[config.mk]
export PLATFORM = sky130hd
export DESIGN_NAME = io_ports
export DESIGN_NICKNAME = d
export VERILOG_FILES = /design/src/logic/bus_pkg.sv /design/src/logic/io_ports.sv
export VERILOG_INCLUDE_DIRS = /design/src /design/src/logic
export SDC_FILE = /design/constraint.sdc
export NUM_CORES = 1
export LEC_CHECK = 0
export ABC_AREA = 1
export ABC_CLOCK_PERIOD_IN_PS = 3650
export BUFFER_PORTS_ARGS = -buffer_cell sky130_fd_sc_hd__buf_4
export CAP_MARGIN = 20
export CORE_AREA = 5 5 60 62
export DETAILED_ROUTE_END_ITERATION = 6
export DIE_AREA = 0 0 65 67
export GPL_TIMING_DRIVEN = 0
export HOLD_SLACK_MARGIN = 0.05
export PLACE_DENSITY = 0.85
export SLEW_MARGIN = 20
export SYNTH_ARGS = -nofsm -noshare
export SYNTH_HDL_FRONTEND = slang
export SYNTH_SLANG_ARGS = --single-unit
[constraint.sdc]
create_clock -name CLK96 -period 3.65 [get_ports CLK96]
set_input_delay 0.73 -clock CLK96 [delete_from_list [all_inputs] [get_ports CLK96]]
set_output_delay 0.73 -clock CLK96 [all_outputs]
set_load 0.03 [all_outputs]
[src/logic/bus_defines.svh]
// address map, bus widths and register offsets of the main CPU bus
`ifndef BUS_DEFINES_SVH
`define BUS_DEFINES_SVH

`define BUS_AW 23           // word address, byte bits 23..1
`define BUS_DW 16

// memory map, compared against byte address bits
`define ROM_TOP     24'h07FFFF
`define WRAM_BASE   8'h10   // bits 23..16
`define VDP_BASE    4'h3    // bits 23..20
`define PALRAM_BASE 4'h4    // bits 23..20
`define IO_BASE     12'h700 // bits 23..12

`define WRAM_AW   15
`define PALRAM_AW 11
`define PRG_AW    19

// cabinet ports, byte offset inside the I/O page
`define IO_JMPR     12'h000
`define IO_DSWA     12'h004
`define IO_DSWB     12'h008
`define IO_IN1      12'h00C
`define IO_IN2      12'h010
`define IO_IN3      12'h014
`define IO_IN4      12'h018
`define IO_SYS      12'h01C
`define IO_OKI_BANK 12'h030

// VDP register offsets
`define VDP_RAM_PTR 4'h0
`define VDP_RAM_H   4'h4
`define VDP_RAM_L   4'h6
`define VDP_SEL_REG 4'h8
`define VDP_REG     4'hC

`endif
[src/logic/bus_pkg.sv]
// shared data, address and region types of the main CPU bus
`include "bus_defines.svh"

package bus_pkg;

    // one data word on the CPU bus
    typedef logic [`BUS_DW-1:0] bus_word_t;

    // word address, no byte bit 0
    typedef logic [`BUS_AW-1:0] bus_addr_t;

    // decoded target of the current access
    typedef enum logic [2:0] {
        REGION_NONE   = 3'd0,  // idle or unmapped
        REGION_ROM    = 3'd1,
        REGION_WRAM   = 3'd2,
        REGION_VDP    = 3'd3,
        REGION_PALRAM = 3'd4,
        REGION_IO     = 3'd5
    } bus_region_t;

endpackage

[src/logic/io_ports.sv]
// cabinet I/O ports, formats player, system and DIP bytes and holds the OKI bank bit
`timescale 1ns/1ps
`include "bus_defines.svh"

module io_ports (
    input  logic                 CLK96,
    input  logic                 RESET96,
    input  bus_pkg::bus_region_t region,
    input  bus_pkg::bus_addr_t   word_addr,
    input  logic [1:0]           wr_be,
    input  bus_pkg::bus_word_t   cpu_dout,
    input  logic [6:0]           joy1,
    input  logic [6:0]           joy2,
    input  logic [6:0]           joy3,
    input  logic [6:0]           joy4,
    input  logic [1:0]           start,
    input  logic [1:0]           coin,
    input  logic                 service,
    input  logic                 dip_test,
    input  logic [7:0]           dipsw_a,
    input  logic [7:0]           dipsw_b,
    input  logic [7:0]           dipsw_c,
    output bus_pkg::bus_word_t   io_data,
    output logic                 oki_bank
);

    logic [11:0] offset;
    logic [7:0]  sys_byte;

    // inputs are low active on the cabinet side
    function automatic logic [7:0] player_byte(input logic [6:0] joy, input logic has_b6);
        player_byte = {1'b0, has_b6 & ~joy[6], ~joy[5], ~joy[4],
                       ~joy[0], ~joy[1], ~joy[2], ~joy[3]};
    endfunction

    assign offset   = {word_addr[10:0], 1'b0};
    assign sys_byte = {1'b0, ~start[1], ~start[0], ~coin[1], ~coin[0],
                       ~dip_test, 1'b0, ~service};

    // each byte shows up on both halves of the word
    always_comb begin
        case (offset)
            `IO_JMPR: io_data = {2{dipsw_c}};
            `IO_DSWA: io_data = {2{dipsw_a}};
            `IO_DSWB: io_data = {2{dipsw_b}};
            `IO_IN1:  io_data = {2{player_byte(joy1, 1'b0)}};
            `IO_IN2:  io_data = {2{player_byte(joy2, 1'b0)}};
            `IO_IN3:  io_data = {2{player_byte(joy3, 1'b1)}};  // players 3 and 4 have a bit 6
            `IO_IN4:  io_data = {2{player_byte(joy4, 1'b1)}};
            `IO_SYS:  io_data = {2{sys_byte}};
            default:  io_data = '0;
        endcase
    end

    always_ff @(posedge CLK96 or posedge RESET96) begin
        if (RESET96) begin
            oki_bank <= 1'b0;
        end else if (region == bus_pkg::REGION_IO && offset == `IO_OKI_BANK && |wr_be) begin
            oki_bank <= cpu_dout[0];  // sample bank select
        end
    end

endmodule

==> reports/qor.yml <==
cells_and_area:
  multiInputGateArea_um2: 746
  final_area_um2: 1770
  drive_above_1_share_pct: 40.8
  num_antenna_cells: 0
  top_register: "oki_bank"
  finish.utilization_pct: 59.6
  largestRegisters: "oki_bank x1"
  final-seq-area_um2: 25.0
  fillers: 301
  fin_nets: 393
  instances_no_fill: 320
  area_growth_pct: 69.0
  largest_reg_flops: 1
floorplanning:
  die-width_um: 65
  initial_core_util_pct: 35.3
  die_height_um: 67
  dieArea_um2: 4360
  num_rows: 20
  ios: 121
  core_um2: 2980
synthesis:
  synth_enable_flop_cells: 0
  yosys_warnings: 0
  ys_ff_latch: 1
  synth.distinct_cells: 17
  synthesis.instances: 196
  async_flop_share_pct: 100
  synth_xor_area_share_pct: 0
  seq_area_frac_synth_pct: 2.38
  synth-simple-area-share_pct: 70.6
  synthesis.nets: 300
  muxShareOfSynthArea_pct: 0
  yosys-top-cells-count: "54 x nand3_1, 47 x nand2_1, 42 x inv_1"
  synth_top_family_by_area: "simple AND/OR/NAND/NOR gates"
  synth_fa_ha_area_share_pct: 0
  synth_top_area_share_pct: 25.7
  syn_area_um2: 1050
  yosysMostFrequentCell: "nand3_1"
  synth-compound-area-share_pct: 0.477
  synth_ff_type: "dfrtp_1"
  syn_area_per_cell_um2: 5.36
  synth_top_area_cell: "nand3_1"
  synth_area_leaders: "nand3_1 26%, nand2_1 17%, inv_1 15%, nor2_8 11%, nor2_1 7.5%"
critical_path:
  setup.worst_path.end: "io_data[11]"
  regToRegSetupSlack_ps: 3000
  reg2reg_depth: 4
  timing.rr.end: "oki_bank"
  crit_type: "in2out"
  crit_path_start: "word_addr[9]"
  crit_required_ps: 2920
  end_kind: "output pin"
  crit_path_start_kind: "input port"
  crit_arrival_ps: 1980
  cp_max_fo: 8
  r2r-start: "oki_bank"
global_route:
  grt_usage_pct: 16.9
  grt_pass1_vias: 1466
  grt_overflow: 0
  grt_antenna_before_repair: 0
  met2_usage_pct: 31.9
  grt_pass1_wl_um: 6050
  met3_usage_pct: 2.19
  use_met1_pct: 20.2
  grt_start_max_net_pins: 11
  busiest_layer: "met2"
detailed_routing:
  viasPerCell: 4.73
  vias: 1512
  antenna_left: 0
  drt_iter0_markers: 81
  detail_route.wl_per_cell_um: 11.9
  route.detailed.drc: 0
  first_pass_iters: 5
  routed_wirelength_um: 3810
timing:
  rsz0062_at_grt: "false"
  finalSetupViolCount: 0
  slew_viol_final: 0
  period_needed_ps: 2710
  worst_hold_slack_ps: 538
  min_period_over_period_pct: 74.3
  worst_slew_pin_slew_ps: 239
  finClkSkew_ps: 0
  tns_ps: 0
  clock.fmax_mhz: 369
  hold_viol: 0
  relSlewSlack_pct: 83.9
cts:
  clk-insertion-delay-late_ps: 0
  cts_resized: 0
  postCtsHoldBufs: 0
  path_clk_slew_ps: 0
  post-cts-setup-buffer-count: 0
status:
  status: "complete, no violations"
power:
  p_leak_nw: 1.23
  p_per_area_nw_per_um2: 62.3
  ir_drop_v: 0.0000749
placement:
  hpwl_um: 3180
  place_inst: 320
  io_buffer_count: 91
  placed_area_um2: 1770
  gp_congestion: 0.782
job:
  maxCapViolCount: 0
min_path:
  holdCritPathClass: "reg2reg"
## power breakdown
group	switching [mW]	internal (mW)
logic	0.0382	0.0610
clock network	0	0
registers	0.0000103	0.0113
## cell families (layout without fill, tap and decap cells)
logic type | after synthesis | count (layout)
AOI/OAI and AO/OA | 1 | 1
buffers and inverters | 56 | 147
DFF | 1 | 1
and+or+nand+nor | 138 | 138
## critical path: stages
cell and delay (ps):
buf_4 120, nor2_4 140, nand2_8 160, nor2_4 260, nand3_1 120, nand2_1 70
nor2_1 40, nand2_1 80, buf_4 110, buf_4 140
## worst min-delay path by stage
stage / start / endpoint / slack (ps) / depth (start not counted)
finish: oki_bank / oki_bank / 540 / 4
global route: RESET96 / oki_bank / 590 / 2
CTS: oki_bank / oki_bank / 540 / 4
detailed placement: oki_bank / oki_bank / 540 / 4
global placement: oki_bank / oki_bank / 540 / 4
floorplan: RESET96 / oki_bank / 460 / 1
## metal layers
metal / part of all wire, % / up-vias
li1: - / 780
met1: 40 / 644
met2: 50 / 82
met3: 9.7 / 6
met4: 0.87 / 0
met5: 0 / -
## stage by stage
stage          total power, mW  setup WS [ps]
2_1_floorplan           0.0439           1040
3_3_place_gp             0.110            958
3_5_place_dp             0.111            944
4_1_cts                  0.111            942
5_1_grt                  0.120            751
6_report                 0.111            937
## final cells by class
| cell class | count | area share, % |
|---|---|---|
| Buffer | 14 | 6.84 |
| Inverter | 42 | 8.89 |
| Timing Repair Buffer | 91 | 38.5 |
| Multi-Input combinational cell | 139 | 42.0 |
| Sequential cell | 1 | 1.41 |
| Tap cell | 33 | 2.33 |
## cell usage in the layout, fill, tap and decap left out, drive strengths merged
master  netlist  final
buf          14    105
nor2         31     31
nand3        54     54
o21ai         1      1
dfrtp         1      1
nor3          1      1
nand2        48     48
inv          42     42
and2          1      1
nand4         1      1
nand3b        2      2
(Power assumes the default switching activity.)
