--- config.mk ---
export PLATFORM = sky130hd
export DESIGN_NAME = bus_response
export DESIGN_NICKNAME = d
export VERILOG_FILES = /design/src/logic/bus_pkg.sv /design/src/logic/bus_response.sv
export VERILOG_INCLUDE_DIRS = /design/src /design/src/logic
export SDC_FILE = /design/constraint.sdc
export NUM_CORES = 1
export LEC_CHECK = 0
export BUFFER_PORTS_ARGS = -buffer_cell sky130_fd_sc_hd__buf_4
export CAP_MARGIN = 20
export CORE_MARGIN = 2
export CORE_UTILIZATION = 42
export DETAILED_ROUTE_END_ITERATION = 6
export PLACE_DENSITY_LB_ADDON = 0.05
export SLEW_MARGIN = 20
export SYNTH_ARGS = -nofsm -noshare
export SYNTH_HDL_FRONTEND = slang
export SYNTH_SLANG_ARGS = --single-unit
export TNS_END_PERCENT = 10
--- constraint.sdc ---
create_clock -name CLK96 -period 3 [get_ports CLK96]
set_input_delay 0.6 -clock CLK96 [delete_from_list [all_inputs] [get_ports CLK96]]
set_output_delay 0.6 -clock CLK96 [all_outputs]
set_load 0.005 [all_outputs]
--- src/logic/bus_defines.svh ---
// address map, bus widths and register offsets of the main CPU bus
`ifndef BUS_DEFINES_SVH
`define BUS_DEFINES_SVH

`define BUS_AW 23           // word address, byte bits 23..1
`define BUS_DW 16

// memory map, compared against byte address bits
`define ROM_TOP     24'h07FFFF
`define WRAM_BASE   8'h10   // bits 23..16
`define VDP_BASE    4'h3    // bits 23..20
`define PALRAM_BASE 4'h4    // bits 23..20
`define IO_BASE     12'h700 // bits 23..12

`define WRAM_AW   15
`define PALRAM_AW 11
`define PRG_AW    19

// cabinet ports, byte offset inside the I/O page
`define IO_JMPR     12'h000
`define IO_DSWA     12'h004
`define IO_DSWB     12'h008
`define IO_IN1      12'h00C
`define IO_IN2      12'h010
`define IO_IN3      12'h014
`define IO_IN4      12'h018
`define IO_SYS      12'h01C
`define IO_OKI_BANK 12'h030

// VDP register offsets
`define VDP_RAM_PTR 4'h0
`define VDP_RAM_H   4'h4
`define VDP_RAM_L   4'h6
`define VDP_SEL_REG 4'h8
`define VDP_REG     4'hC

`endif
--- src/logic/bus_pkg.sv ---
// shared data, address and region types of the main CPU bus
`include "bus_defines.svh"

package bus_pkg;

    // one data word on the CPU bus
    typedef logic [`BUS_DW-1:0] bus_word_t;

    // word address, no byte bit 0
    typedef logic [`BUS_AW-1:0] bus_addr_t;

    // decoded target of the current access
    typedef enum logic [2:0] {
        REGION_NONE   = 3'd0,  // idle or unmapped
        REGION_ROM    = 3'd1,
        REGION_WRAM   = 3'd2,
        REGION_VDP    = 3'd3,
        REGION_PALRAM = 3'd4,
        REGION_IO     = 3'd5
    } bus_region_t;

endpackage

--- src/logic/bus_response.sv ---
// read data multiplexer and DTACK generation for the main CPU bus
`timescale 1ns/1ps

module bus_response (
    input  logic                 CLK96,
    input  logic                 RESET96,
    input  bus_pkg::bus_region_t region,
    input  logic                 as_n,
    input  logic                 rw,
    input  logic                 prg_ok,
    input  bus_pkg::bus_word_t   prg_data,
    input  logic                 vdp_ack,
    input  bus_pkg::bus_word_t   vdp_dout,
    input  bus_pkg::bus_word_t   wram_q,
    input  bus_pkg::bus_word_t   palram_q,
    input  bus_pkg::bus_word_t   io_data,
    output logic                 prg_cs,
    output logic                 dtack_n,
    output bus_pkg::bus_word_t   cpu_din
);

    logic [1:0] wait_cnt;  // edges since as_n was sampled low, saturates at 2
    logic       ready;

    assign prg_cs = (region == bus_pkg::REGION_ROM);

    always_comb begin
        case (region)
            bus_pkg::REGION_ROM: ready = prg_ok;
            bus_pkg::REGION_VDP: ready = vdp_ack;
            default:             ready = 1'b1;  // local memories and unmapped
        endcase
    end

    always_ff @(posedge CLK96 or posedge RESET96) begin
        if (RESET96) begin
            wait_cnt <= 2'd0;
            dtack_n  <= 1'b1;
        end else if (as_n) begin
            wait_cnt <= 2'd0;
            dtack_n  <= 1'b1;
        end else begin
            if (wait_cnt != 2'd2) begin
                wait_cnt <= wait_cnt + 2'd1;
            end
            if (wait_cnt == 2'd2 && ready) begin
                dtack_n <= 1'b0;  // held until as_n rises
            end
        end
    end

    // read word frozen once dtack_n is low
    always_ff @(posedge CLK96) begin
        if (dtack_n) begin
            if (!rw) begin
                cpu_din <= '0;
            end else begin
                case (region)
                    bus_pkg::REGION_ROM:    cpu_din <= prg_data;
                    bus_pkg::REGION_WRAM:   cpu_din <= wram_q;
                    bus_pkg::REGION_VDP:    cpu_din <= vdp_dout;
                    bus_pkg::REGION_PALRAM: cpu_din <= palram_q;
                    bus_pkg::REGION_IO:     cpu_din <= io_data;
                    default:                cpu_din <= '0;
                endcase
            end
        end
    end

endmodule

==> impl_metrics.yaml <==
clocking:
  clk_latency_ps: 300
  hold_buffers: 0
  cts_resized: 0
  cts_tree: "done"
  root_buffer: "clkbuf_4"
  ctsHtreeMaxLevel: 1
  numCtsBuffers: 3
  cts_sinks: 19
  post_cts_buffers: 0
  clockBufferDepth: 2
  clkTransAtPathRegs_ps: 110
timing:
  fin_worst_skew_ps: 8.59
  max_slew_margin_pct: 36.1
  fin_crit_ps: 2040
  finalHoldViolations: 0
  rsz0062_at_grt: "no"
  hold_ws_ps: 152
  tightest_slew_ps: 956
  period_share_pct: 67.9
  setup_violations: 0
  max_freq_mhz: 491
  fin_tns_setup_ps: 0
  slew_violations: 0
setup_path:
  crit_start: "region[0]"
  regToRegSetupSlack_ps: 1870
  cpMaxStageDelayCell: "buf_4"
  crit_chain: "buf_4, nor3b_4, buf_4, buf_4"
  crit_top_cell: "buf_4"
  crit_family: "buffers and inverters"
  critPathMaxStageDelay_ps: 240
  critPathBufInv: 3
  crit_path_start_kind: "input pin"
  timing.rr.start: "dtack_n"
  reg2reg_to: "cpu_din[5]"
  path_max_fanout: 22
  path_class: "in -> out"
  required_ps: 2400
  end_kind: "output pin"
  rr_worst_depth: 0
  crit_arrival_ps: 1440
place:
  gp_congestion: 0.792
  place_hpwl_um: 3260
  portBuffers: 106
global_routing:
  grt_remaining_overflow: 0
  grt_use_total_pct: 22.0
  grt_pass1_wl_um: 5890
  grt_pass1_vias: 1356
  antenna_found_initial: 0
  grt_max_degree: 23
route:
  first_pass_iters: 4
  routedWlPerCell_um: 15.0
  wirelength_um: 3890
  drt_iter0_drc: 80
  ant_nets: 0
  via_count: 1327
  drc: 0
  vias_per_cell: 5.10
logic_synthesis:
  synth_seq_cells: 19
  synth_cells: 116
  yosysUniqueCellTypes: 26
  avgSynthCellArea_sq_um: 11.4
  yosys_warnings: 0
  syn_nets: 206
  syn_area_sq_um: 1330
  seq_area_frac_synth_pct: 42.0
power_and_ir_drop:
  p_clk_share_pct: 14.5
  p_sw_w: 0.000245
  p_sw_share_pct: 27.9
  power_frac_seq_pct: 49.2
  internal_power_w: 0.000635
  pwr-share-comb_pct: 36.4
  powerDensity_nw_per_um2: 417
  leakage_nw: 0.973
  ir_worst_vdd_mv: 0.156
die:
  rows: 20
  die_w_um: 60.2
  dieArea_sq_um: 3620
  die_y_um: 60.2
  pin_count: 107
  initial_utilization_pct: 43.8
  fp.coreArea_sq_um: 3030
run_status:
  status: "completed"
final_layout:
  drive_above_1_share_pct: 61.1
  syn_to_final_growth_pct: 59.2
  nets: 307
  num_antenna_cells: 0
  n_fill_cell: 233
hold_path:
  hold_class: "in -> async"
flow_run:
  cap_viol_max_count: 0
## power groups by stage
stage	registers, W	logic, W	clock network, W
after floorplan	0.000436	0.000120	0
after global placement	0.000436	0.000317	0
after detailed placement	0.000441	0.000322	0
after CTS	0.000435	0.000323	0.000129
after global routing	0.000444	0.000355	0.000140
final	0.000433	0.000320	0.000127
## cell usage in the layout (no fill, tap or decap), types with 2 or more instances in the layout
master,count
nand2_1,2
a21oi_1,15
dfrtp_1,2
edfxtp_1,16
clkbuf_4,3
and3b_1,3
inv_1,3
nor2_1,3
a31oi_1,2
mux2_2,16
buf_4,107
nor3b_4,2
a22oi_1,30
## metrics by stage
stage	total power [W]	cell area (sq um)	cells	setup WS, ps	util (%)
2_1_floorplan	0.000556	1330	116	1190	-
4_1_cts	0.000887	2110	260	955	69.8
3_5_place_dp	0.000763	2080	256	892	68.8
5_1_grt	0.000939	2110	260	902	69.8
3_3_place_gp	0.000753	2080	256	979	68.8
6_report	0.000880	2110	260	963	69.8
## cells by family (layout without fill, tap and decap cells)
logic type,after synthesis,after routing,share of synthesized area (%)
adders and majority gates,1,1,0.943
AOI/OAI and AO/OA,51,51,25.8
muxes,16,16,13.6
xor gates and xnor gates,1,1,0.660
and+or+nand+nor,14,14,8.68
DFF,19,19,42.0
buffers and inverters,14,114,8.39
## per-layer routing
metal  global-route usage (%)  routed length [um]
met5                        0                   0
met4                     4.76                   8
met3                     3.25                 272
met2                     37.1                1990
met1                     29.7                1620
## registers in the layout, summed over array words and instances, names as in the netlist
signal    flops
dtack_n       1
cpu_din      16
wait_cnt      2
## synth_stat cells, drive strengths merged
cell	number	area [sq um]
o31ai	1	7.51
nor4bb	1	10.0
dfstp	1	26.3
dfrtp	2	50.1
xor2	1	8.76
edfxtp	16	480
a31oi	2	12.5
buf	10	95.1
nor2b	1	6.26
a22oi	30	225
nand3	1	10.0
nor2	3	11.3
mux2	16	180
clkbuf	1	5.00
inv	3	11.3
a21oi	16	83.8
a21o	1	7.51
ha	1	12.5
nor3b	2	37.5
or3	1	6.26
nand2	2	7.51
o21ai	1	5.00
and3b	3	26.3
## worst max path at each step
stage / endpoint / slack [ps] / depth (start not counted)
final: prg_cs / 960 / 4
after global routing: prg_cs / 900 / 4
after CTS: prg_cs / 960 / 4
after detailed placement: cpu_din[15] / 890 / 4
after global placement: cpu_din[7] / 980 / 4
after floorplan: prg_cs / 1190 / 3
## final cells by class
type | count | area, sq um | share of cell area [%]
flip-flops and latches | 19 | 557 | 26.4
clock inverters | 1 | 5.00 | 0.237
clock buffers | 3 | 22.5 | 1.07
well taps | 44 | 55.1 | 2.61
repair buffers | 107 | 803 | 38.0
multi-input cells | 83 | 658 | 31.2
inverters | 3 | 11.3 | 0.533
Power figures use the tool's default switching activity.
