File: src/logic/bus_defines.svh
// address map, bus widths and register offsets of the main CPU bus
`ifndef BUS_DEFINES_SVH
`define BUS_DEFINES_SVH

`define BUS_AW 23           // word address, byte bits 23..1
`define BUS_DW 16

// memory map, compared against byte address bits
`define ROM_TOP     24'h07FFFF
`define WRAM_BASE   8'h10   // bits 23..16
`define VDP_BASE    4'h3    // bits 23..20
`define PALRAM_BASE 4'h4    // bits 23..20
`define IO_BASE     12'h700 // bits 23..12

`define WRAM_AW   15
`define PALRAM_AW 11
`define PRG_AW    19

// cabinet ports, byte offset inside the I/O page
`define IO_JMPR     12'h000
`define IO_DSWA     12'h004
`define IO_DSWB     12'h008
`define IO_IN1      12'h00C
`define IO_IN2      12'h010
`define IO_IN3      12'h014
`define IO_IN4      12'h018
`define IO_SYS      12'h01C
`define IO_OKI_BANK 12'h030

// VDP register offsets
`define VDP_RAM_PTR 4'h0
`define VDP_RAM_H   4'h4
`define VDP_RAM_L   4'h6
`define VDP_SEL_REG 4'h8
`define VDP_REG     4'hC

`endif
File: src/logic/bus_pkg.sv
// shared data, address and region types of the main CPU bus
`include "bus_defines.svh"

package bus_pkg;

    // one data word on the CPU bus
    typedef logic [`BUS_DW-1:0] bus_word_t;

    // word address, no byte bit 0
    typedef logic [`BUS_AW-1:0] bus_addr_t;

    // decoded target of the current access
    typedef enum logic [2:0] {
        REGION_NONE   = 3'd0,  // idle or unmapped
        REGION_ROM    = 3'd1,
        REGION_WRAM   = 3'd2,
        REGION_VDP    = 3'd3,
        REGION_PALRAM = 3'd4,
        REGION_IO     = 3'd5
    } bus_region_t;

endpackage

File: src/logic/vdp_cmd.sv
// VDP command strobes, set by register offset and held until the VDP acknowledges
`timescale 1ns/1ps
`include "bus_defines.svh"

module vdp_cmd (
    input  logic                 CLK96,
    input  logic                 RESET96,
    input  bus_pkg::bus_region_t region,
    input  bus_pkg::bus_addr_t   word_addr,
    input  logic                 rw,
    input  logic                 vdp_ack,
    output logic                 op_select_reg,
    output logic                 op_write_reg,
    output logic                 op_write_ram,
    output logic                 op_read_ram_h,
    output logic                 op_read_ram_l,
    output logic                 op_set_ram_ptr
);

    logic [3:0] offset;
    logic       any_op;
    logic       ack_seen;  // ack came while the access was still running

    assign offset = {word_addr[2:0], 1'b0};
    assign any_op = op_select_reg | op_write_reg | op_write_ram |
                    op_read_ram_h | op_read_ram_l | op_set_ram_ptr;

    always_ff @(posedge CLK96 or posedge RESET96) begin
        if (RESET96) begin
            op_select_reg  <= 1'b0;
            op_write_reg   <= 1'b0;
            op_write_ram   <= 1'b0;
            op_read_ram_h  <= 1'b0;
            op_read_ram_l  <= 1'b0;
            op_set_ram_ptr <= 1'b0;
            ack_seen       <= 1'b0;
        end else if (region == bus_pkg::REGION_VDP) begin
            if (rw) begin
                case (offset)
                    `VDP_RAM_H: op_read_ram_h <= 1'b1;
                    `VDP_RAM_L: op_read_ram_l <= 1'b1;
                    default:    ;
                endcase
            end else begin
                case (offset)
                    `VDP_RAM_PTR:          op_set_ram_ptr <= 1'b1;
                    `VDP_RAM_H, `VDP_RAM_L: op_write_ram  <= 1'b1;  // either half
                    `VDP_SEL_REG:          op_select_reg  <= 1'b1;
                    `VDP_REG:              op_write_reg   <= 1'b1;
                    default:               ;
                endcase
            end
            ack_seen <= ack_seen | (vdp_ack & any_op);
        end else if (ack_seen || vdp_ack) begin
            // access over, drop everything
            op_select_reg  <= 1'b0;
            op_write_reg   <= 1'b0;
            op_write_ram   <= 1'b0;
            op_read_ram_h  <= 1'b0;
            op_read_ram_l  <= 1'b0;
            op_set_ram_ptr <= 1'b0;
            ack_seen       <= 1'b0;
        end
    end

endmodule

File: config.mk
export PLATFORM = sky130hd
export DESIGN_NAME = vdp_cmd
export DESIGN_NICKNAME = d
export VERILOG_FILES = /design/src/logic/bus_pkg.sv /design/src/logic/vdp_cmd.sv
export VERILOG_INCLUDE_DIRS = /design/src /design/src/logic
export SDC_FILE = /design/constraint.sdc
export NUM_CORES = 1
export LEC_CHECK = 0
export BUFFER_PORTS_ARGS = -buffer_cell sky130_fd_sc_hd__buf_2
export CORE_AREA = 2 2 39 41
export DETAILED_ROUTE_END_ITERATION = 12
export DIE_AREA = 0 0 41 43
export GPL_TIMING_DRIVEN = 0
export PLACE_DENSITY = 0.69
export SYNTH_ARGS = -nofsm -noshare
export SYNTH_HDL_FRONTEND = slang
export SYNTH_SLANG_ARGS = --single-unit
export TNS_END_PERCENT = 10
File: constraint.sdc
create_clock -name CLK96 -period 1.5 [get_ports CLK96]
set_clock_uncertainty 0.05 [all_clocks]
set_input_delay 0.225 -clock CLK96 [delete_from_list [all_inputs] [get_ports CLK96]]
set_output_delay 0.225 -clock CLK96 [all_outputs]
set_load 0.005 [all_outputs]
==> impl_metrics.csv <==
group,metric,value,unit
status,outcome,"finished clean",
layout,fillerInstances,155,
global_routing,grt_pass1_wl,1.028,mm
setup_path,reg2reg_depth,3,
timing,worst_pin_slew,316.6,ps
hold_path,min_path_type,"primary input to register",
layout,fin_cells,71,
power,p_leak,0.0002605,µW
clocking,clkSinkCount,7,
route,dr.pass1.iters,4,
setup_path,cp_data_arrival_time,1460,ps
placed_design,dp_cells,66,
global_routing,antenna_found_initial,0,
route,wl_per_cell,10.00,µm
setup_path,critPathRequiredTime,1580,ps
placed_design,placed_cell_area,415.4,µm²
logic_synthesis,synth_nets,65,
setup_path,critPathMaxFanout,3,
power,powerDensity,892.9,nW/µm²
layout,fin_nets,86,
route,vias_per_cell,4.662,
floorplanning,die_area,1763,µm²
timing,fin_crit_sh,92.32,%
placed_design,port-buffer-count,15,
floorplanning,die_height,43,µm
logic_synthesis,yosysWarnings,0,
logic_synthesis,synth_top_cell_area_share,54.69,%
floorplanning,num_rows,14,
flow_run,maxCapViolations,0,
route,drt-initial-drc-count,8,
setup_path,crit_type,"register to register",
logic_synthesis,synth_area_per_cell,9.152,µm²
clocking,numCtsBuffers,3,
clocking,tritoncts,"yes",
timing,period_minus_slack,1385,ps
layout,fin_area,451.7,µm²
timing,timing.setup.tns,0,ps
logic_synthesis,synth_area_leaders,"dfrtp_1 (55%), nor2_1 (9.4%), a41oi_1 (8.2%)",
route,finalWirelength,710,µm
clocking,cts_buffer_depth,2,
global_routing,grt_overflow,0,
global_routing,grt.total_usage,8.704,%
clocking,clk_latency,250,ps
timing,finalHoldViolations,0,
floorplanning,start_util,23.15,%
logic_synthesis,syn_inst,35,
floorplanning,ioPinCount,36,
layout,drive_gt1_share,34.55,%
timing,slew_violations,0,
placed_design,pre_cts_ws,115.3,ps
timing,fin_ws,115.2,ps
logic_synthesis,yosysSeqAreaShare,54.69,%
hold_path,whs_path_depth,2,
global_routing,grt_pass1_vias,284,
timing,final-setup-viol-count,0,
timing,max_freq,722.1,MHz
timing,maxSlewHeadroom,78.81,%
clocking,postCtsResizedCells,0,
timing,rsz0062_at_grt,"false",
layout,antenna_cells,0,
placed_design,gp_congestion,0.7798,
layout,final-seq-area,175.2,µm²
logic_synthesis,synth_top_cell_by_area,"dfrtp_1",
setup_path,end_kind,"register",
layout,multi_input_area,128.9,µm²
setup_path,worstSetupStartpointType,"register",
clocking,post_cts_buffers,0,
floorplanning,coreArea,1384,µm²
logic_synthesis,netlist_area,320.3,µm²
clocking,ctsHtreeMaxLevel,1,
floorplanning,die_w,41,µm
route,num_vias,331,
clocking,clkSlewWorstSetupHoldPaths,50,ps
power,irDropWorstVdd,0.4635,mV
power,p_total,403.3,µW
route,route.detailed.drc,0,
clocking,cts-root-buf,"clkbuf_4",
global_routing,grt_max_degree,11,
logic_synthesis,ys_types,12,
placed_design,hpwl,586.5,µm
logic_synthesis,ys_ff_latch,7,
route,antenna_left,0,
layout,area_growth,41.02,%
==> placed cells by master, fill, tap and decap left out <==
cell           count
dlygate4sd3_1      1
clkbuf_4           3
nand2_1            4
nor2b_1            1
a31oi_1            1
o21ai_0            4
inv_1              3
buf_2             16
or4_1              1
nor2_1             8
dfrtp_1            7
clkbuf_1           1
a41oi_1            3
o311ai_1           1
and3b_1            1
==> worst paths after layout <==
| kind | start | endpoint | slack, ps |
|---|---|---|---|
| min in group asynchronous | RESET96 | op_set_ram_ptr$_DFFE_PP0P_ | 390 |
| min | rw | op_write_ram$_DFFE_PP0P_ | 160 |
| min reg2reg | ack_seen$_DFFE_PP0P_ | ack_seen$_DFFE_PP0P_ | 430 |
| max | op_select_reg$_DFFE_PP0P_ | ack_seen$_DFFE_PP0P_ | 120 |
| max in group asynchronous | RESET96 | ack_seen$_DFFE_PP0P_ | 790 |
| max reg2reg | op_select_reg$_DFFE_PP0P_ | ack_seen$_DFFE_PP0P_ | 120 |
==> report_power, final <==
part           internal (µW)  switching [µW]  leakage, µW
clock network            101            68.9    0.0000150
registers                191            1.81    0.0000975
logic                   17.8            21.9     0.000148
total                    311            92.6     0.000261
==> what timing repair did <==
| item | in CTS | in global routing |
|---|---|---|
| endpoints found under the hold margin | 7 | 0 |
| hold buffers | 1 | 0 |
| setup endpoints to repair | 0 | 0 |
==> cell families after synthesis <==
kind of cell | count (synthesis) | synth area share (%)
AND/OR/NAND/NOR | 15 | 21.10
AO/OA/AOI/OAI | 9 | 19.14
flip-flops | 7 | 54.69
buffers and inverters | 4 | 5.076
==> synthesized netlist by cell type <==
| cell | instances |
|---|---|
| dfrtp_1 | 7 |
| inv_1 | 3 |
| nand2_1 | 4 |
| or4_1 | 1 |
| and3b_1 | 1 |
| o21ai_0 | 4 |
| nor2b_1 | 1 |
| o311ai_1 | 1 |
| nor2_1 | 8 |
| a41oi_1 | 3 |
| buf_2 | 1 |
| a31oi_1 | 1 |
==> stage by stage <==
stage          hold WS (ps)  utilization, %
6_report              163.6           32.64
5_1_grt               182.2           32.64
4_1_cts               169.0           32.64
3_5_place_dp          115.9           30.02
3_3_place_gp          109.8           30.02
2_1_floorplan        -21.60               -
==> layout make-up <==
| type | instances | area share (%) |
|---|---|---|
| clock buffers | 4 | 5.817 |
| inverters | 3 | 2.493 |
| plain buffers | 1 | 1.108 |
| multi-input cells | 24 | 28.53 |
| well taps | 16 | 4.432 |
| flip-flops and latches | 7 | 38.78 |
| repair buffers | 16 | 18.84 |
==> critical path: stages (launching register included) <==
cell and delay, ps:
dfrtp_1 390, or4_1 520, o311ai_1 230, nand2_1 80
==> routing by layer <==
layer | track usage, % | part of all wire, % | up-vias
met5 | 0 | 0 | -
met3 | 6.283 | 8.3 | 0
met4 | 0 | 0 | 0
li1 | - | - | 165
met2 | 14.06 | 49 | 14
met1 | 9.571 | 43 | 152
Power figures use the tool's default switching activity.
