==> src/logic/bus_defines.svh <==
// address map, bus widths and register offsets of the main CPU bus
`ifndef BUS_DEFINES_SVH
`define BUS_DEFINES_SVH

`define BUS_AW 23           // word address, byte bits 23..1
`define BUS_DW 16

// memory map, compared against byte address bits
`define ROM_TOP     24'h07FFFF
`define WRAM_BASE   8'h10   // bits 23..16
`define VDP_BASE    4'h3    // bits 23..20
`define PALRAM_BASE 4'h4    // bits 23..20
`define IO_BASE     12'h700 // bits 23..12

`define WRAM_AW   15
`define PALRAM_AW 11
`define PRG_AW    19

// cabinet ports, byte offset inside the I/O page
`define IO_JMPR     12'h000
`define IO_DSWA     12'h004
`define IO_DSWB     12'h008
`define IO_IN1      12'h00C
`define IO_IN2      12'h010
`define IO_IN3      12'h014
`define IO_IN4      12'h018
`define IO_SYS      12'h01C
`define IO_OKI_BANK 12'h030

// VDP register offsets
`define VDP_RAM_PTR 4'h0
`define VDP_RAM_H   4'h4
`define VDP_RAM_L   4'h6
`define VDP_SEL_REG 4'h8
`define VDP_REG     4'hC

`endif
==> src/logic/bus_pkg.sv <==
// shared data, address and region types of the main CPU bus
`include "bus_defines.svh"

package bus_pkg;

    // one data word on the CPU bus
    typedef logic [`BUS_DW-1:0] bus_word_t;

    // word address, no byte bit 0
    typedef logic [`BUS_AW-1:0] bus_addr_t;

    // decoded target of the current access
    typedef enum logic [2:0] {
        REGION_NONE   = 3'd0,  // idle or unmapped
        REGION_ROM    = 3'd1,
        REGION_WRAM   = 3'd2,
        REGION_VDP    = 3'd3,
        REGION_PALRAM = 3'd4,
        REGION_IO     = 3'd5
    } bus_region_t;

endpackage

==> src/logic/addr_decode.sv <==
// address decoder, registers the region, word address and byte write strobes per access
`timescale 1ns/1ps
`include "bus_defines.svh"

module addr_decode (
    input  logic                 CLK96,
    input  logic                 RESET96,
    input  bus_pkg::bus_addr_t   addr,
    input  logic                 rw,
    input  logic                 as_n,
    input  logic                 uds_n,
    input  logic                 lds_n,
    output bus_pkg::bus_region_t region,
    output bus_pkg::bus_addr_t   word_addr,
    output logic [`PRG_AW-1:0]   prg_addr,
    output logic [1:0]           wr_be
);

    logic [23:0]          byte_addr;
    bus_pkg::bus_region_t region_d;

    assign byte_addr = {addr, 1'b0};  // map below is in byte addresses

    always_comb begin
        if (byte_addr <= `ROM_TOP) begin
            region_d = bus_pkg::REGION_ROM;
        end else if (byte_addr[23:16] == `WRAM_BASE) begin
            region_d = bus_pkg::REGION_WRAM;
        end else if (byte_addr[23:20] == `VDP_BASE) begin
            region_d = bus_pkg::REGION_VDP;
        end else if (byte_addr[23:20] == `PALRAM_BASE) begin
            region_d = bus_pkg::REGION_PALRAM;
        end else if (byte_addr[23:12] == `IO_BASE) begin
            region_d = bus_pkg::REGION_IO;
        end else begin
            region_d = bus_pkg::REGION_NONE;  // unmapped
        end
    end

    always_ff @(posedge CLK96 or posedge RESET96) begin
        if (RESET96) begin
            region <= bus_pkg::REGION_NONE;
            wr_be  <= 2'b00;
        end else if (!as_n) begin
            region <= region_d;
            wr_be  <= rw ? 2'b00 : {~uds_n, ~lds_n};  // upper, lower byte
        end else begin
            region <= bus_pkg::REGION_NONE;
            wr_be  <= 2'b00;
        end
    end

    always_ff @(posedge CLK96) begin
        if (!as_n) begin
            word_addr <= addr;
            prg_addr  <= addr[`PRG_AW-1:0];  // ROM is word addressed
        end
    end

endmodule

==> config.mk <==
export PLATFORM = sky130hd
export DESIGN_NAME = addr_decode
export DESIGN_NICKNAME = d
export VERILOG_FILES = /design/src/logic/bus_pkg.sv /design/src/logic/addr_decode.sv
export VERILOG_INCLUDE_DIRS = /design/src /design/src/logic
export SDC_FILE = /design/constraint.sdc
export NUM_CORES = 1
export LEC_CHECK = 0
export ABC_AREA = 1
export BUFFER_PORTS_ARGS = -buffer_cell sky130_fd_sc_hd__clkbuf_2
export CAP_MARGIN = 40
export CORE_MARGIN = 2
export CORE_UTILIZATION = 40
export DETAILED_ROUTE_END_ITERATION = 10
export PLACE_DENSITY_LB_ADDON = 0.3
export REMOVE_ABC_BUFFERS = 1
export SYNTH_ARGS = -nofsm -noshare
export SYNTH_HDL_FRONTEND = slang
export SYNTH_SLANG_ARGS = --single-unit
==> constraint.sdc <==
create_clock -name CLK96 -period 0.8 [get_ports CLK96]
set_input_delay 0.08 -clock CLK96 [delete_from_list [all_inputs] [get_ports CLK96]]
set_output_delay 0.08 -clock CLK96 [all_outputs]
set_load 0.02 [all_outputs]
==> results.py, run 1 <==
metrics = {
    "critical_path": {
        "timing.critical_path.depth": 1,
        "cp_slowest_stage_delay_ns": 0.45,
        "start_kind": "register",
        "critPathBufInv": 1,
        "path_max_fanout": 2,
        "crit_arrival_ns": 0.92,
        "crit_type": "reg -> out",
        "crit_slowest_cell": "edfxtp_1",
        "crit_chain": "buf_6",
        "crit_family": "flip-flops",
        "required_ns": 0.72,
        "crit_path_end_kind": "output port",
    },
    "place": {
        "gp_congestion": 0.678,
        "io_buffers": 75,
        "hpwl_um": 1610,
        "dp_cells": 172,
    },
    "power_and_ir_drop": {
        "power.share.clock": 0.270,
        "p_per_area_nw_per_um2": 1840,
        "leakage_nw": 0.891,
        "switching_share": 0.247,
        "power_frac_seq": 0.520,
        "vdd_drop_max_mv": 1.25,
        "p_comb_frac": 0.211,
        "switchingPower_mw": 0.824,
        "cellInternalPower_mw": 2.52,
    },
    "routing": {
        "first_pass_iters": 4,
        "wirelength_um": 2340,
        "vias": 846,
        "avgRoutedWirePerCell_um": 11.5,
        "via_per_inst": 4.17,
        "antenna_left": 0,
        "drtIter0Drc": 2,
        "drcViolationCount": 0,
    },
    "finish": {
        "fin_cells": 203,
        "finalNetCount": 202,
        "area_growth_pct": 64.4,
        "fillCellCount": 194,
        "drive_gt1_frac": 0.477,
        "diodes": 0,
    },
    "floorplan": {
        "num_io_pins": 76,
        "initial_core_util": 0.411,
        "rows": 19,
        "die_area_um2": 3200,
        "core_area_um2": 2690,
        "die-height_um": 56.5,
        "die_x_um": 56.5,
    },
    "run_status": {
        "status": "finished with violations",
        "violations": "negative setup slack",
    },
    "global_route": {
        "grt_max_degree": 25,
        "antenna_found_initial": 0,
        "overflow": 0,
        "grt_pass1_vias": 802,
        "grt_usage": 0.143,
        "grt_pass1_wl_um": 3510,
    },
    "cts": {
        "cts_max_level": 1,
        "cts_sinks": 28,
        "clk_pin_slew_worst_paths_ns": 0.15,
        "cts_tree": "built",
        "clk_path_buf_depth": 2,
        "cts_setup_buffers": 0,
        "cts_made_buffers": 3,
        "cts_root_buffer": "clkbuf_4",
    },
    "synthesis": {
        "ys_types": 10,
        "synth_area_um2": 1100,
        "syn_avg_cell_area_um2": 13.5,
        "seq_area_frac_synth": 0.739,
        "netlist_instances": 82,
        "ys_ff_latch": 28,
        "yosys_warnings": 0,
    },
    "sta": {
        "worst_slack_ns": -0.203,
        "relSlewSlack": 0.875,
        "tightest_slew_ns": 0.186,
        "fmax_mhz": 997,
        "drv_slew": 0,
        "final.setup.tns_ns": -7.93,
        "grt_setup_unrepaired": "yes",
        "post-route-period-util": 1.25,
        "period_needed_ns": 1.00,
        "setup_viol": 47,
        "hold_viol_final": 0,
    },
    "worst_hold_path": {
        "hold-path-cell-count": 3,
        "min_to": "region[1]",
        "min_from": "as_n",
        "holdCritPathClass": "in -> reg",
    },
    "run": {
        "cap_violations": 0,
    },
}
area by class of cell:
class | instances | area, um2 | share of cell area
clock inverters | 1 | 30.0 | 0.0166
multi-input cells | 22 | 96.3 | 0.0531
repair buffers | 105 | 762 | 0.420
flip-flops and latches | 28 | 816 | 0.450
well taps | 31 | 38.8 | 0.0214
inverters | 13 | 48.8 | 0.0269
clock buffers | 3 | 22.5 | 0.0124
placed cells by master, fill, tap and decap left out, drive strengths merged:
cell         count
nand3            5
clkbuf          31
nand4            1
nor2             5
dlygate4sd3     27
bufinv           1
buf             50
inv             13
a21oi            2
dfrtp            5
edfxtp          23
nor3             2
nand2            7
cell families (layout without fill, tap and decap cells):
family | after synthesis | after routing | share of synthesized area
buffers and inverters | 32 | 122 | 0.173
AND/OR/NAND/NOR | 20 | 20 | 0.0782
flip-flops | 28 | 28 | 0.739
AO/OA/AOI/OAI | 2 | 2 | 0.00907
metal layers:
layer,wire (um),up-vias,global-route usage,share of wire
li1,-,433,-,-
met1,844,371,0.157,0.36
met2,1280,42,0.279,0.55
met3,208,0,0.0276,0.089
met4,0,0,0.0306,0
met5,0,-,0,0
registers in the layout, indices dropped and copies added (netlist names):
signal,count
word_addr,23
region,3
wr_be,2
Yosys cell counts, drive strengths merged:
master | number | area [um2]
nor3 | 2 | 10.0
dfrtp | 5 | 125
buf | 19 | 143
nand3 | 5 | 25.0
a21oi | 2 | 10.0
edfxtp | 23 | 691
nand4 | 1 | 6.26
nor2 | 5 | 18.8
inv | 13 | 48.8
nand2 | 7 | 26.3
power groups by stage:
stage / logic, mW / clock network (mW) / registers (mW)
after floorplan: 0.0498 / 0 / 2.00
after global routing: 0.747 / 0.989 / 1.75
after CTS: 0.658 / 0.916 / 1.74
after detailed placement: 0.555 / 0 / 1.77
final: 0.704 / 0.901 / 1.74
after global placement: 0.552 / 0 / 1.76
worst max path at each step:
stage                             start       endpoint  slack, ns
final                     word_addr[15]   prg_addr[15]      -0.20
after global routing      word_addr[12]  word_addr[12]      -0.26
after CTS                  word_addr[4]    prg_addr[4]      -0.21
after detailed placement       addr[15]      region[0]      0.006
after global placement         addr[18]      region[2]       0.06
after floorplan                    as_n   word_addr[0]      -0.13
timing repair:
item	CTS	global route
gates cloned	0	0
setup endpoints to repair	47	47
resized for setup	0	73
pin swaps	0	0
hold buffers	27	0
hold endpoints to repair	30	0
per-stage QoR:
step | worst slack [ns] | area, um2 | power [mW] | hold slack (ns) | utilization
2_1_floorplan | -0.127 | 961 | 2.05 | -0.141 | -
3_3_place_gp | 0.0559 | 1410 | 2.31 | -0.0406 | 0.525
3_5_place_dp | 0.00647 | 1410 | 2.32 | -0.0363 | 0.525
4_1_cts | -0.207 | 1730 | 3.31 | 0.0164 | 0.645
5_1_grt | -0.260 | 1810 | 3.49 | 0.0158 | 0.675
6_report | -0.203 | 1810 | 3.34 | 0.0226 | 0.675
(Power assumes the default switching activity.)
==> run 2: changes to the inputs <==
--- a/config.mk
+++ b/config.mk
@@ -15,4 +15,5 @@
 export PLACE_DENSITY_LB_ADDON = 0.3
 export REMOVE_ABC_BUFFERS = 1
+export SKIP_CTS_REPAIR_TIMING = 1
 export SYNTH_ARGS = -nofsm -noshare
 export SYNTH_HDL_FRONTEND = slang
==> constraint.sdc (replaced) <==
create_clock -name CLK96 -period 0.8 [get_ports CLK96]
set_input_delay 0.04 -clock CLK96 [delete_from_list [all_inputs] [get_ports CLK96]]
set_output_delay 0.04 -clock CLK96 [all_outputs]
set_load 0.02 [all_outputs]
==> results.py, run 2 (synthesis results as in run 1) <==
metrics = {
    "routing": {
        "vias": 853,
        "avgRoutedWirePerCell_um": 11.6,
        "antenna_left": 0,
        "wirelength_um": 2370,
        "drtIter0Drc": 3,
        "first_pass_iters": 4,
        "drcViolationCount": 0,
        "via_per_inst": 4.18,
    },
    "sta": {
        "grt_setup_unrepaired": "yes",
        "final.setup.tns_ns": -5.90,
        "worst_slack_ns": -0.168,
        "setup_viol": 47,
        "hold_viol_final": 1,
        "hold_ws_ns": -0.00621,
        "period_needed_ns": 0.968,
        "drv_slew": 0,
        "fmax_mhz": 1030,
        "relSlewSlack": 0.863,
        "post-route-period-util": 1.21,
        "tightest_slew_ns": 0.205,
    },
    "power_and_ir_drop": {
        "vdd_drop_max_mv": 1.38,
        "p_total_mw": 3.32,
        "p_per_area_nw_per_um2": 1840,
        "leakage_nw": 0.889,
    },
    "critical_path": {
        "path_max_fanout": 2,
        "critPathBufInv": 1,
        "crit_family": "flip-flops",
        "crit_slowest_cell": "edfxtp_1",
        "crit_arrival_ns": 0.93,
        "required_ns": 0.76,
        "cp_slowest_stage_delay_ns": 0.44,
        "start_kind": "register",
        "crit_type": "reg -> out",
        "crit_path_end_kind": "output port",
        "crit_chain": "buf_2",
    },
    "finish": {
        "fin_cells": 204,
        "fin_util": 0.672,
        "finalNetCount": 203,
        "diodes": 0,
        "fin_area_um2": 1810,
        "final_cell_mix": "37 x buf_2, 28 x dlygate4sd3_1, 28 x clkbuf_2",
        "area_growth_pct": 63.6,
        "fillCellCount": 195,
        "final_common_cell": "buf_2",
        "drive_gt1_frac": 0.474,
        "seq_area_um2": 816,
        "multi_input_area_um2": 96.3,
        "largest_register": "word_addr",
        "largestRegisters": "word_addr x23, region x3, wr_be x2",
        "largest_register_ffs": 23,
    },
    "floorplan": {
        "num_io_pins": 76,
        "die_area_um2": 3200,
        "core_area_um2": 2690,
        "rows": 19,
        "initial_core_util": 0.411,
        "die_x_um": 56.5,
        "die-height_um": 56.5,
    },
    "global_route": {
        "antenna_found_initial": 0,
        "grt_pass1_wl_um": 3010,
        "grt_usage": 0.123,
        "grt_pass1_vias": 667,
        "grt_max_degree": 25,
        "overflow": 0,
    },
    "run": {
        "cap_violations": 0,
    },
    "cts": {
        "cts_tree": "built",
        "cts_max_level": 1,
        "cts_root_buffer": "clkbuf_4",
        "clk_path_buf_depth": 2,
        "cts_sinks": 28,
        "cts_made_buffers": 3,
        "clk_pin_slew_worst_paths_ns": 0.14,
    },
    "place": {
        "placed_area_um2": 1410,
        "io_buffers": 75,
        "dp_cells": 172,
        "gp_congestion": 0.678,
        "hpwl_um": 1610,
        "dp_slack_ns": 0.0465,
    },
    "run_status": {
        "violations": "negative hold slack, negative setup slack",
        "status": "finished with violations",
    },
    "worst_hold_path": {
        "holdCritPathClass": "in -> reg",
    },
}
## run 2: power by group
group / internal [mW] / leakage, nW / switching (mW)
registers: 1.69 / 0.293 / 0.0428
logic: 0.311 / 0.567 / 0.385
clock network: 0.506 / 0.0279 / 0.387
total: 2.51 / 0.889 / 0.815
## run 2: final cells by class
| type | count | area share |
|---|---|---|
| Timing Repair Buffer | 106 | 0.417 |
| Clock buffer | 3 | 0.0125 |
| Tap cell | 31 | 0.0215 |
| Sequential cell | 28 | 0.452 |
| Clock inverter | 1 | 0.0166 |
| Multi-Input combinational cell | 22 | 0.0534 |
| Inverter | 13 | 0.0270 |
## run 2: worst paths after layout
kind	slack, ns	cells past startpoint	start	end
min in group asynchronous	0.13	3	RESET96	wr_be[1]
setup / recovery	-0.17	1	word_addr[18]	prg_addr[18]
hold / removal	-0.006	3	addr[21]	region[2]
max in group asynchronous	0.52	3	RESET96	region[2]
## run 2: routing by layer
| metal | vias to the layer above | global-route usage | routed length (um) |
|---|---|---|---|
| li1 | 432 | - | - |
| met1 | 377 | 0.139 | 870 |
| met2 | 44 | 0.229 | 1290 |
| met3 | 0 | 0.0323 | 207 |
| met4 | 0 | 0.0306 | 0 |
| met5 | - | 0 | 0 |
